**src/design/pool_pkg.sv**
```systemverilog
// Shared widths and types for the max-pooling core
// Feature words are LANES unsigned activations, lane 0 in the low byte

package pool_pkg;

    // ======================================================================
    // Widths
    // ======================================================================
    localparam int IDX_W = 16;
    localparam int ACT_W = 8;
    localparam int LANES = 4;
    localparam int K_MAX = 8;
    localparam int K_W   = 4;
    localparam int NB_W  = 3;
    localparam int GRP_W = 8;

    // ======================================================================
    // Types
    // ======================================================================
    typedef logic [IDX_W-1:0] idx_t;
    typedef logic [ACT_W-1:0] act_t;
    typedef act_t [LANES-1:0] feat_t;

    // Neighbor count holds 1..K_MAX, slot number 0..K_MAX-1
    typedef logic [K_W-1:0]   k_t;
    typedef logic [NB_W-1:0]  nb_t;
    typedef logic [GRP_W-1:0] grp_t;

    typedef enum logic [1:0] {
        IDLE,
        MAP_FETCH,
        GATHER
    } pool_state_e;

endpackage

```
**src/design/feat_gather.sv**
```systemverilog
// Issues grps*k feature reads per point, group-major, neighbor-minor
// Addresses wrap at 16 bits

module feat_gather import pool_pkg::*; (
    input  logic             clk,
    input  logic             rst_n,
    input  logic             gather_start,
    input  k_t               k,
    input  grp_t             grps,
    input  idx_t             feat_base,
    input  idx_t [K_MAX-1:0] nb_idx,
    output logic             feat_addr_vld,
    input  logic             feat_addr_rdy,
    output idx_t             feat_addr
);

    nb_t  nb_cnt;
    grp_t grp_cnt;
    logic active;
    logic fire;
    logic last_nb;
    logic last_grp;

    assign feat_addr_vld = active;
    assign fire          = feat_addr_vld && feat_addr_rdy;
    assign last_nb       = (k_t'(nb_cnt) == k - k_t'(1));
    assign last_grp      = (grp_cnt == grps - grp_t'(1));

    // Feature rows are grps words long
    assign feat_addr = feat_base + idx_t'(nb_idx[nb_cnt] * grps) + idx_t'(grp_cnt);

    // ======================================================================
    // Nested neighbor / group counters
    // ======================================================================
    always_ff @(posedge clk or negedge rst_n) begin
        if (!rst_n) begin
            active  <= 1'b0;
            nb_cnt  <= '0;
            grp_cnt <= '0;
        end else if (gather_start) begin
            active  <= 1'b1;
            nb_cnt  <= '0;
            grp_cnt <= '0;
        end else if (fire) begin
            if (last_nb) begin
                nb_cnt <= '0;
                if (last_grp) begin
                    active <= 1'b0;
                end else begin
                    grp_cnt <= grp_cnt + grp_t'(1);
                end
            end else begin
                nb_cnt <= nb_cnt + nb_t'(1);
            end
        end
    end

endmodule

```
**src/design/map_fetch.sv**
```systemverilog
// Map memory must answer in request order; any number may be outstanding
// nb_idx is valid only after fetch_done, until the next fetch_start

module map_fetch import pool_pkg::*; (
    input  logic                 clk,
    input  logic                 rst_n,
    input  logic                 fetch_start,
    input  k_t                   k,
    input  idx_t                 cp,
    input  idx_t                 map_base,
    output logic                 map_addr_vld,
    input  logic                 map_addr_rdy,
    output idx_t                 map_addr,
    input  logic                 map_dat_vld,
    input  idx_t                 map_dat,
    output logic                 map_dat_rdy,
    output logic                 fetch_done,
    output idx_t [K_MAX-1:0]     nb_idx
);

    k_t   req_cnt;
    k_t   rsp_cnt;
    logic active;
    logic req_fire;
    logic rsp_fire;

    // Requests run ahead of responses
    assign map_addr_vld = active && (req_cnt < k);
    assign map_addr     = map_base + idx_t'(cp * K_MAX) + idx_t'(req_cnt);
    assign map_dat_rdy  = active && (rsp_cnt < k);
    assign req_fire     = map_addr_vld && map_addr_rdy;
    assign rsp_fire     = map_dat_vld && map_dat_rdy;

    always_ff @(posedge clk or negedge rst_n) begin
        if (!rst_n) begin
            active     <= 1'b0;
            req_cnt    <= '0;
            rsp_cnt    <= '0;
            fetch_done <= 1'b0;
        end else begin
            fetch_done <= 1'b0;
            if (fetch_start) begin
                active  <= 1'b1;
                req_cnt <= '0;
                rsp_cnt <= '0;
            end else begin
                if (req_fire) begin
                    req_cnt <= req_cnt + k_t'(1);
                end
                if (rsp_fire) begin
                    rsp_cnt <= rsp_cnt + k_t'(1);
                    // Last index in, all requests already issued
                    if (rsp_cnt == k - k_t'(1)) begin
                        active     <= 1'b0;
                        fetch_done <= 1'b1;
                    end
                end
            end
        end
    end

    // Index register file, slot n holds neighbor n
    always_ff @(posedge clk) begin
        if (rsp_fire) begin
            nb_idx[rsp_cnt[NB_W-1:0]] <= map_dat;
        end
    end

endmodule

```
**src/design/max_reduce.sv**
```systemverilog
// Feature data must come back in the order feat_gather issued it
// One pending result at a time; input stalls while it waits on out_rdy

module max_reduce import pool_pkg::*; (
    input  logic clk,
    input  logic rst_n,
    input  logic gather_start,
    input  k_t   k,
    input  grp_t grps,
    input  idx_t cp,
    input  idx_t out_base,
    input  logic feat_dat_vld,
    input  feat_t feat_dat,
    output logic feat_dat_rdy,
    output logic out_vld,
    input  logic out_rdy,
    output idx_t out_addr,
    output feat_t out_dat,
    output logic point_done
);

    nb_t   nb_cnt;
    grp_t  grp_cnt;
    logic  active;
    logic  in_fire;
    logic  out_fire;
    logic  last_grp;
    feat_t max_q;
    feat_t merged;

    assign feat_dat_rdy = active && !out_vld;
    assign in_fire      = feat_dat_vld && feat_dat_rdy;
    assign out_fire     = out_vld && out_rdy;
    assign last_grp     = (grp_cnt == grps - grp_t'(1));
    assign point_done   = out_fire && last_grp;

    assign out_addr = out_base + idx_t'(cp * grps) + idx_t'(grp_cnt);
    assign out_dat  = max_q;

    // First neighbor loads, later ones keep the larger lane
    always_comb begin
        for (int l = 0; l < LANES; l++) begin
            if (nb_cnt == '0 || feat_dat[l] > max_q[l]) begin
                merged[l] = feat_dat[l];
            end else begin
                merged[l] = max_q[l];
            end
        end
    end

    always_ff @(posedge clk) begin
        if (in_fire) begin
            max_q <= merged;
        end
    end

    // ======================================================================
    // Return counters and write handshake
    // ======================================================================
    always_ff @(posedge clk or negedge rst_n) begin
        if (!rst_n) begin
            active  <= 1'b0;
            out_vld <= 1'b0;
            nb_cnt  <= '0;
            grp_cnt <= '0;
        end else if (gather_start) begin
            active  <= 1'b1;
            nb_cnt  <= '0;
            grp_cnt <= '0;
        end else begin
            if (in_fire) begin
                if (k_t'(nb_cnt) == k - k_t'(1)) begin
                    nb_cnt  <= '0;
                    out_vld <= 1'b1;
                end else begin
                    nb_cnt <= nb_cnt + nb_t'(1);
                end
            end
            if (out_fire) begin
                out_vld <= 1'b0;
                if (last_grp) begin
                    active <= 1'b0;
                end else begin
                    grp_cnt <= grp_cnt + grp_t'(1);
                end
            end
        end
    end

endmodule

```
**src/design/pool_ctrl.sv**
```systemverilog
// Points run strictly one after another, no overlap between them
// num_points and grps must be at least 1, k in 1..8

module pool_ctrl import pool_pkg::*; (
    input  logic clk,
    input  logic rst_n,
    input  logic cfg_vld,
    output logic cfg_rdy,
    input  idx_t cfg_num_points,
    input  k_t   cfg_k,
    input  grp_t cfg_grps,
    input  idx_t cfg_map_base,
    input  idx_t cfg_feat_base,
    input  idx_t cfg_out_base,
    input  logic fetch_done,
    input  logic point_done,
    output logic fetch_start,
    output logic gather_start,
    output k_t   k,
    output grp_t grps,
    output idx_t cp,
    output idx_t map_base,
    output idx_t feat_base,
    output idx_t out_base
);

    pool_state_e state;
    idx_t        num_points;
    logic        cfg_acc;
    logic        last_point;

    assign cfg_rdy    = (state == IDLE);
    assign cfg_acc    = cfg_vld && cfg_rdy;
    assign last_point = (cp == num_points - idx_t'(1));

    // Configuration capture
    always_ff @(posedge clk) begin
        if (cfg_acc) begin
            num_points <= cfg_num_points;
            k          <= cfg_k;
            grps       <= cfg_grps;
            map_base   <= cfg_map_base;
            feat_base  <= cfg_feat_base;
            out_base   <= cfg_out_base;
        end
    end

    // ======================================================================
    // Per-point sequencing
    // ======================================================================
    always_ff @(posedge clk or negedge rst_n) begin
        if (!rst_n) begin
            state        <= IDLE;
            cp           <= '0;
            fetch_start  <= 1'b0;
            gather_start <= 1'b0;
        end else begin
            fetch_start  <= 1'b0;
            gather_start <= 1'b0;
            case (state)
                IDLE: begin
                    if (cfg_acc) begin
                        state       <= MAP_FETCH;
                        cp          <= '0;
                        fetch_start <= 1'b1;
                    end
                end
                MAP_FETCH: begin
                    // Index table complete, start streaming features
                    if (fetch_done) begin
                        state        <= GATHER;
                        gather_start <= 1'b1;
                    end
                end
                GATHER: begin
                    if (point_done) begin
                        if (last_point) begin
                            state <= IDLE;
                        end else begin
                            cp          <= cp + idx_t'(1);
                            state       <= MAP_FETCH;
                            fetch_start <= 1'b1;
                        end
                    end
                end
                default: state <= IDLE;
            endcase
        end
    end

endmodule

```
**src/design/pool_top.sv**
```systemverilog
// Single max-pooling core, one output point in flight at a time
// Both memories must return read data in request order

module pool_top import pool_pkg::*; (
    input  logic  clk,
    input  logic  rst_n,
    // Configuration
    input  logic  cfg_vld,
    output logic  cfg_rdy,
    input  idx_t  cfg_num_points,
    input  k_t    cfg_k,
    input  grp_t  cfg_grps,
    input  idx_t  cfg_map_base,
    input  idx_t  cfg_feat_base,
    input  idx_t  cfg_out_base,
    // Map read
    output logic  map_addr_vld,
    input  logic  map_addr_rdy,
    output idx_t  map_addr,
    input  logic  map_dat_vld,
    input  idx_t  map_dat,
    output logic  map_dat_rdy,
    // Feature read
    output logic  feat_addr_vld,
    input  logic  feat_addr_rdy,
    output idx_t  feat_addr,
    input  logic  feat_dat_vld,
    input  feat_t feat_dat,
    output logic  feat_dat_rdy,
    // Result write
    output logic  out_vld,
    input  logic  out_rdy,
    output idx_t  out_addr,
    output feat_t out_dat
);

    logic             fetch_start;
    logic             gather_start;
    logic             fetch_done;
    logic             point_done;
    k_t               k;
    grp_t             grps;
    idx_t             cp;
    idx_t             map_base;
    idx_t             feat_base;
    idx_t             out_base;
    idx_t [K_MAX-1:0] nb_idx;

    pool_ctrl u_ctrl (
        .clk            (clk),
        .rst_n          (rst_n),
        .cfg_vld        (cfg_vld),
        .cfg_rdy        (cfg_rdy),
        .cfg_num_points (cfg_num_points),
        .cfg_k          (cfg_k),
        .cfg_grps       (cfg_grps),
        .cfg_map_base   (cfg_map_base),
        .cfg_feat_base  (cfg_feat_base),
        .cfg_out_base   (cfg_out_base),
        .fetch_done     (fetch_done),
        .point_done     (point_done),
        .fetch_start    (fetch_start),
        .gather_start   (gather_start),
        .k              (k),
        .grps           (grps),
        .cp             (cp),
        .map_base       (map_base),
        .feat_base      (feat_base),
        .out_base       (out_base)
    );

    map_fetch u_map_fetch (
        .clk          (clk),
        .rst_n        (rst_n),
        .fetch_start  (fetch_start),
        .k            (k),
        .cp           (cp),
        .map_base     (map_base),
        .map_addr_vld (map_addr_vld),
        .map_addr_rdy (map_addr_rdy),
        .map_addr     (map_addr),
        .map_dat_vld  (map_dat_vld),
        .map_dat      (map_dat),
        .map_dat_rdy  (map_dat_rdy),
        .fetch_done   (fetch_done),
        .nb_idx       (nb_idx)
    );

    feat_gather u_feat_gather (
        .clk           (clk),
        .rst_n         (rst_n),
        .gather_start  (gather_start),
        .k             (k),
        .grps          (grps),
        .feat_base     (feat_base),
        .nb_idx        (nb_idx),
        .feat_addr_vld (feat_addr_vld),
        .feat_addr_rdy (feat_addr_rdy),
        .feat_addr     (feat_addr)
    );

    max_reduce u_max_reduce (
        .clk          (clk),
        .rst_n        (rst_n),
        .gather_start (gather_start),
        .k            (k),
        .grps         (grps),
        .cp           (cp),
        .out_base     (out_base),
        .feat_dat_vld (feat_dat_vld),
        .feat_dat     (feat_dat),
        .feat_dat_rdy (feat_dat_rdy),
        .out_vld      (out_vld),
        .out_rdy      (out_rdy),
        .out_addr     (out_addr),
        .out_dat      (out_dat),
        .point_done   (point_done)
    );

endmodule

```
**config.mk**
```make
export PLATFORM = sky130hd
export DESIGN_NAME = pool_top
export DESIGN_NICKNAME = d
export VERILOG_FILES = /design/src/design/pool_pkg.sv /design/src/design/feat_gather.sv /design/src/design/map_fetch.sv /design/src/design/max_reduce.sv /design/src/design/pool_ctrl.sv /design/src/design/pool_top.sv
export SDC_FILE = /design/constraint.sdc
export NUM_CORES = 1
export LEC_CHECK = 0
export ABC_AREA = 1
export BUFFER_PORTS_ARGS = -buffer_cell sky130_fd_sc_hd__buf_2
export CAP_MARGIN = 5
export CORE_MARGIN = 4
export CORE_UTILIZATION = 50
export DETAILED_ROUTE_END_ITERATION = 8
export PLACE_DENSITY = 0.71
export RECOVER_POWER = 25
export SYNTH_ARGS = -nofsm -noshare
export SYNTH_HDL_FRONTEND = slang
export SYNTH_SLANG_ARGS = --single-unit
```
**constraint.sdc**
```tcl
create_clock -name clk -period 11.55 [get_ports clk]
set_clock_uncertainty 0.05 [all_clocks]
set_input_delay 0.5775 -clock clk [delete_from_list [all_inputs] [get_ports clk]]
set_output_delay 0.5775 -clock clk [all_outputs]
set_load 0.01 [all_outputs]
```
==> results.yml <==
hold_path:
  hold_path_class: "input pin to asynchronous set/reset pin"
routing:
  drt_iter0_drc: 1375
  post_drt_wl_per_cell_um: 16.9
  vias: 16100
  routed_wl_mm: 51.5
  route.detailed.drc: 0
  drt_pass1_iterations: 5
  viasPerCell: 5.28
  antenna_left: 0
synthesis:
  synth_common_cells: "463 x nand2_1, 399 x inv_1, 236 x edfxtp_1, 196 x nor2_1, 160 x fa_1"
  yosysMostFrequentCell: "nand2_1"
  synth_nets: 2717
  yosys.area.top_type: "edfxtp_1"
  synth.cell_area_um2: 21400
  ys_ff_latch: 291
  synthArstFlopShare_pct: 18.9
  synthTopCellsByArea: "edfxtp_1 33%, fa_1 15%, ha_1 8.9%"
  synth_cells: 2273
  ys_types: 55
  synth_edf_count: 236
  yosysSeqAreaShare_pct: 39.6
  synthFlopType: "edfxtp_1"
  yosys_warnings: 0
  yosysTopAreaCellShare_pct: 33.2
  avgSynthCellArea_um2: 9.39
grt:
  antenna_found_initial: 3
  grt_max_degree: 68
  grt_use_total_pct: 22.4
  grt_pass1_wl_mm: 84.2
  grt_pass1_vias: 16500
  gr-total-overflow: 0
layout:
  final_layout_size_suffix_gt1_share_pct: 11.6
  nNetsFinal: 2918
  final_util_pct: 57.1
  n_antenna_cell: 0
  area_growth_syn_to_layout_pct: 12.4
timing:
  postLayoutSetupSlackWorst_ps: 3760
  period_minus_slack_ps: 7790
  finalSetupTns_ps: 0
  period_share_pct: 67.5
  finalMaxSlewViolations: 0
  hold_violations: 0
  finalSetupViolCount: 0
  fmaxAchievable_mhz: 128
  slew_headroom_pct: 24.6
  grt_setup_unrepaired: "no"
  tightest_slew_ps: 1130
floorplanning:
  ioPinCount: 218
  die_h_um: 215
  design.die.area_um2: 46100
  start_util_pct: 50.8
  rows: 75
  die_x_um: 215
  fp.coreArea_um2: 42000
clocking:
  htree_levels: 2
  cts_buffers: 35
  postCtsHoldBufs: 0
  cts_resized: 0
  cts_tree: "built"
  clock-root-buffer: "clkbuf_16"
  postCtsSetupBuffers: 0
  clock_path_buffers: 3
  clk_pin_slew_worst_paths_ps: 60
  insertion_delay_ps: 550
  cts.sinks: 291
setup_path:
  critical_path.top_delay_family: "adder cells"
  slowest_delay_ps: 540
  cp-start-kind: "flip-flop"
  critPathBufInv: 8
  crit_top_cell: "fa_1"
  cp.arrival_ps: 7160
  worstSetupEndpointType: "output pin"
  worst-setup-path-type: "flip-flop to output pin"
  slowest_stage: "fa_1"
  required_ps: 10920
  cp_max_fo: 67
place:
  dp_hpwl_mm: 38.5
  place_congestion: 0.905
  pre_cts_ws_ps: 4370
  io_buffers: 217
outcome:
  status: "finished clean"
job:
  maxCapViolCount: 0
-- per-stage QoR --
step,instances,instance area (um2),hold WS [ps]
6_report,3039,24000,149
5_1_grt,3039,24000,135
4_1_cts,3039,24100,121
3_5_place_dp,2976,23000,435
3_3_place_gp,2976,23000,431
2_1_floorplan,2273,21400,232
-- cells by family (layout without fill, tap and decap cells) --
group                    after synthesis  after routing  share of synthesized area (%)
flip-flops                           291            291                           39.6
XOR/XNOR                             129            129                           5.38
AO/OA/AOI/OAI                        212            212                           5.60
buffers and inverters                478            705                           8.70
AND/OR/NAND/NOR                      851            851                           16.8
adder cells (fa/ha/maj)              312            312                           23.9
-- flip-flops by register name (all words and copies together) (netlist names), 3 cells and up --
register / count
u_ctrl.cp: 16
u_ctrl.feat_base: 16
u_map_fetch.rsp_cnt: 4
u_feat_gather.grp_cnt: 8
u_ctrl.grps: 8
u_max_reduce.nb_cnt: 3
u_max_reduce.grp_cnt: 8
u_map_fetch.nb_idx: 128
u_feat_gather.nb_cnt: 3
u_max_reduce.out_dat: 32
u_ctrl.map_base: 16
u_ctrl.k: 4
u_map_fetch.req_cnt: 4
u_ctrl.num_points: 16
u_ctrl.out_base: 16
-- routing by layer --
layer  part of all wire, %  up-vias  global-route usage [%]
li1                      -     7679                       -
met3                   6.4       92                    3.47
met2                    47      576                    37.5
met4                   2.9        6                    7.28
met1                    43     7700                    30.2
met5                 0.085        -                       0
-- cells in the final DEF (no fill, tap or decap), types with 9 or more instances in the layout --
master,count
dfrtp_1,55
nand3_1,107
a21oi_1,80
nor3_1,22
nand2_2,11
ha_1,152
buf_2,177
nor2_2,10
edfxtp_1,236
nor2_1,190
o21ai_0,79
nand2_1,463
clkbuf_16,35
nand4_1,18
clkbuf_1,49
o211ai_1,9
inv_1,398
xnor2_1,31
o221ai_1,13
buf_4,17
fa_1,160
xor2_1,97
-- path summary, 6_finish.rpt --
check | end | slack, ps | start | depth (start not counted)
setup reg to reg | u_map_fetch.nb_idx[105] | 8410 | u_map_fetch.rsp_cnt[1] | 10
hold / removal | u_feat_gather.grp_cnt[6] | 150 | rst_n | 2
setup / recovery | feat_addr[12] | 3760 | u_feat_gather.nb_cnt[0] | 25
min in group clk | u_ctrl.num_points[1] | 150 | cfg_num_points[1] | 1
max in group asynchronous | u_ctrl.cp[5] | 10790 | rst_n | 2
hold reg to reg | u_ctrl.state[0] | 440 | u_map_fetch.fetch_done | 1
-- layout make-up --
class | instances | area (um2)
clock inverters | 15 | 131
repair buffers | 234 | 1160
multi-input cells | 1504 | 11100
inverters | 408 | 1540
clock buffers | 48 | 965
flip-flops and latches | 291 | 8460
well taps | 539 | 674
fillers | 3598 | 18000
Power is not shown: default switching activity piles up to over one toggle a cycle in this logic, so the estimate is an artifact.
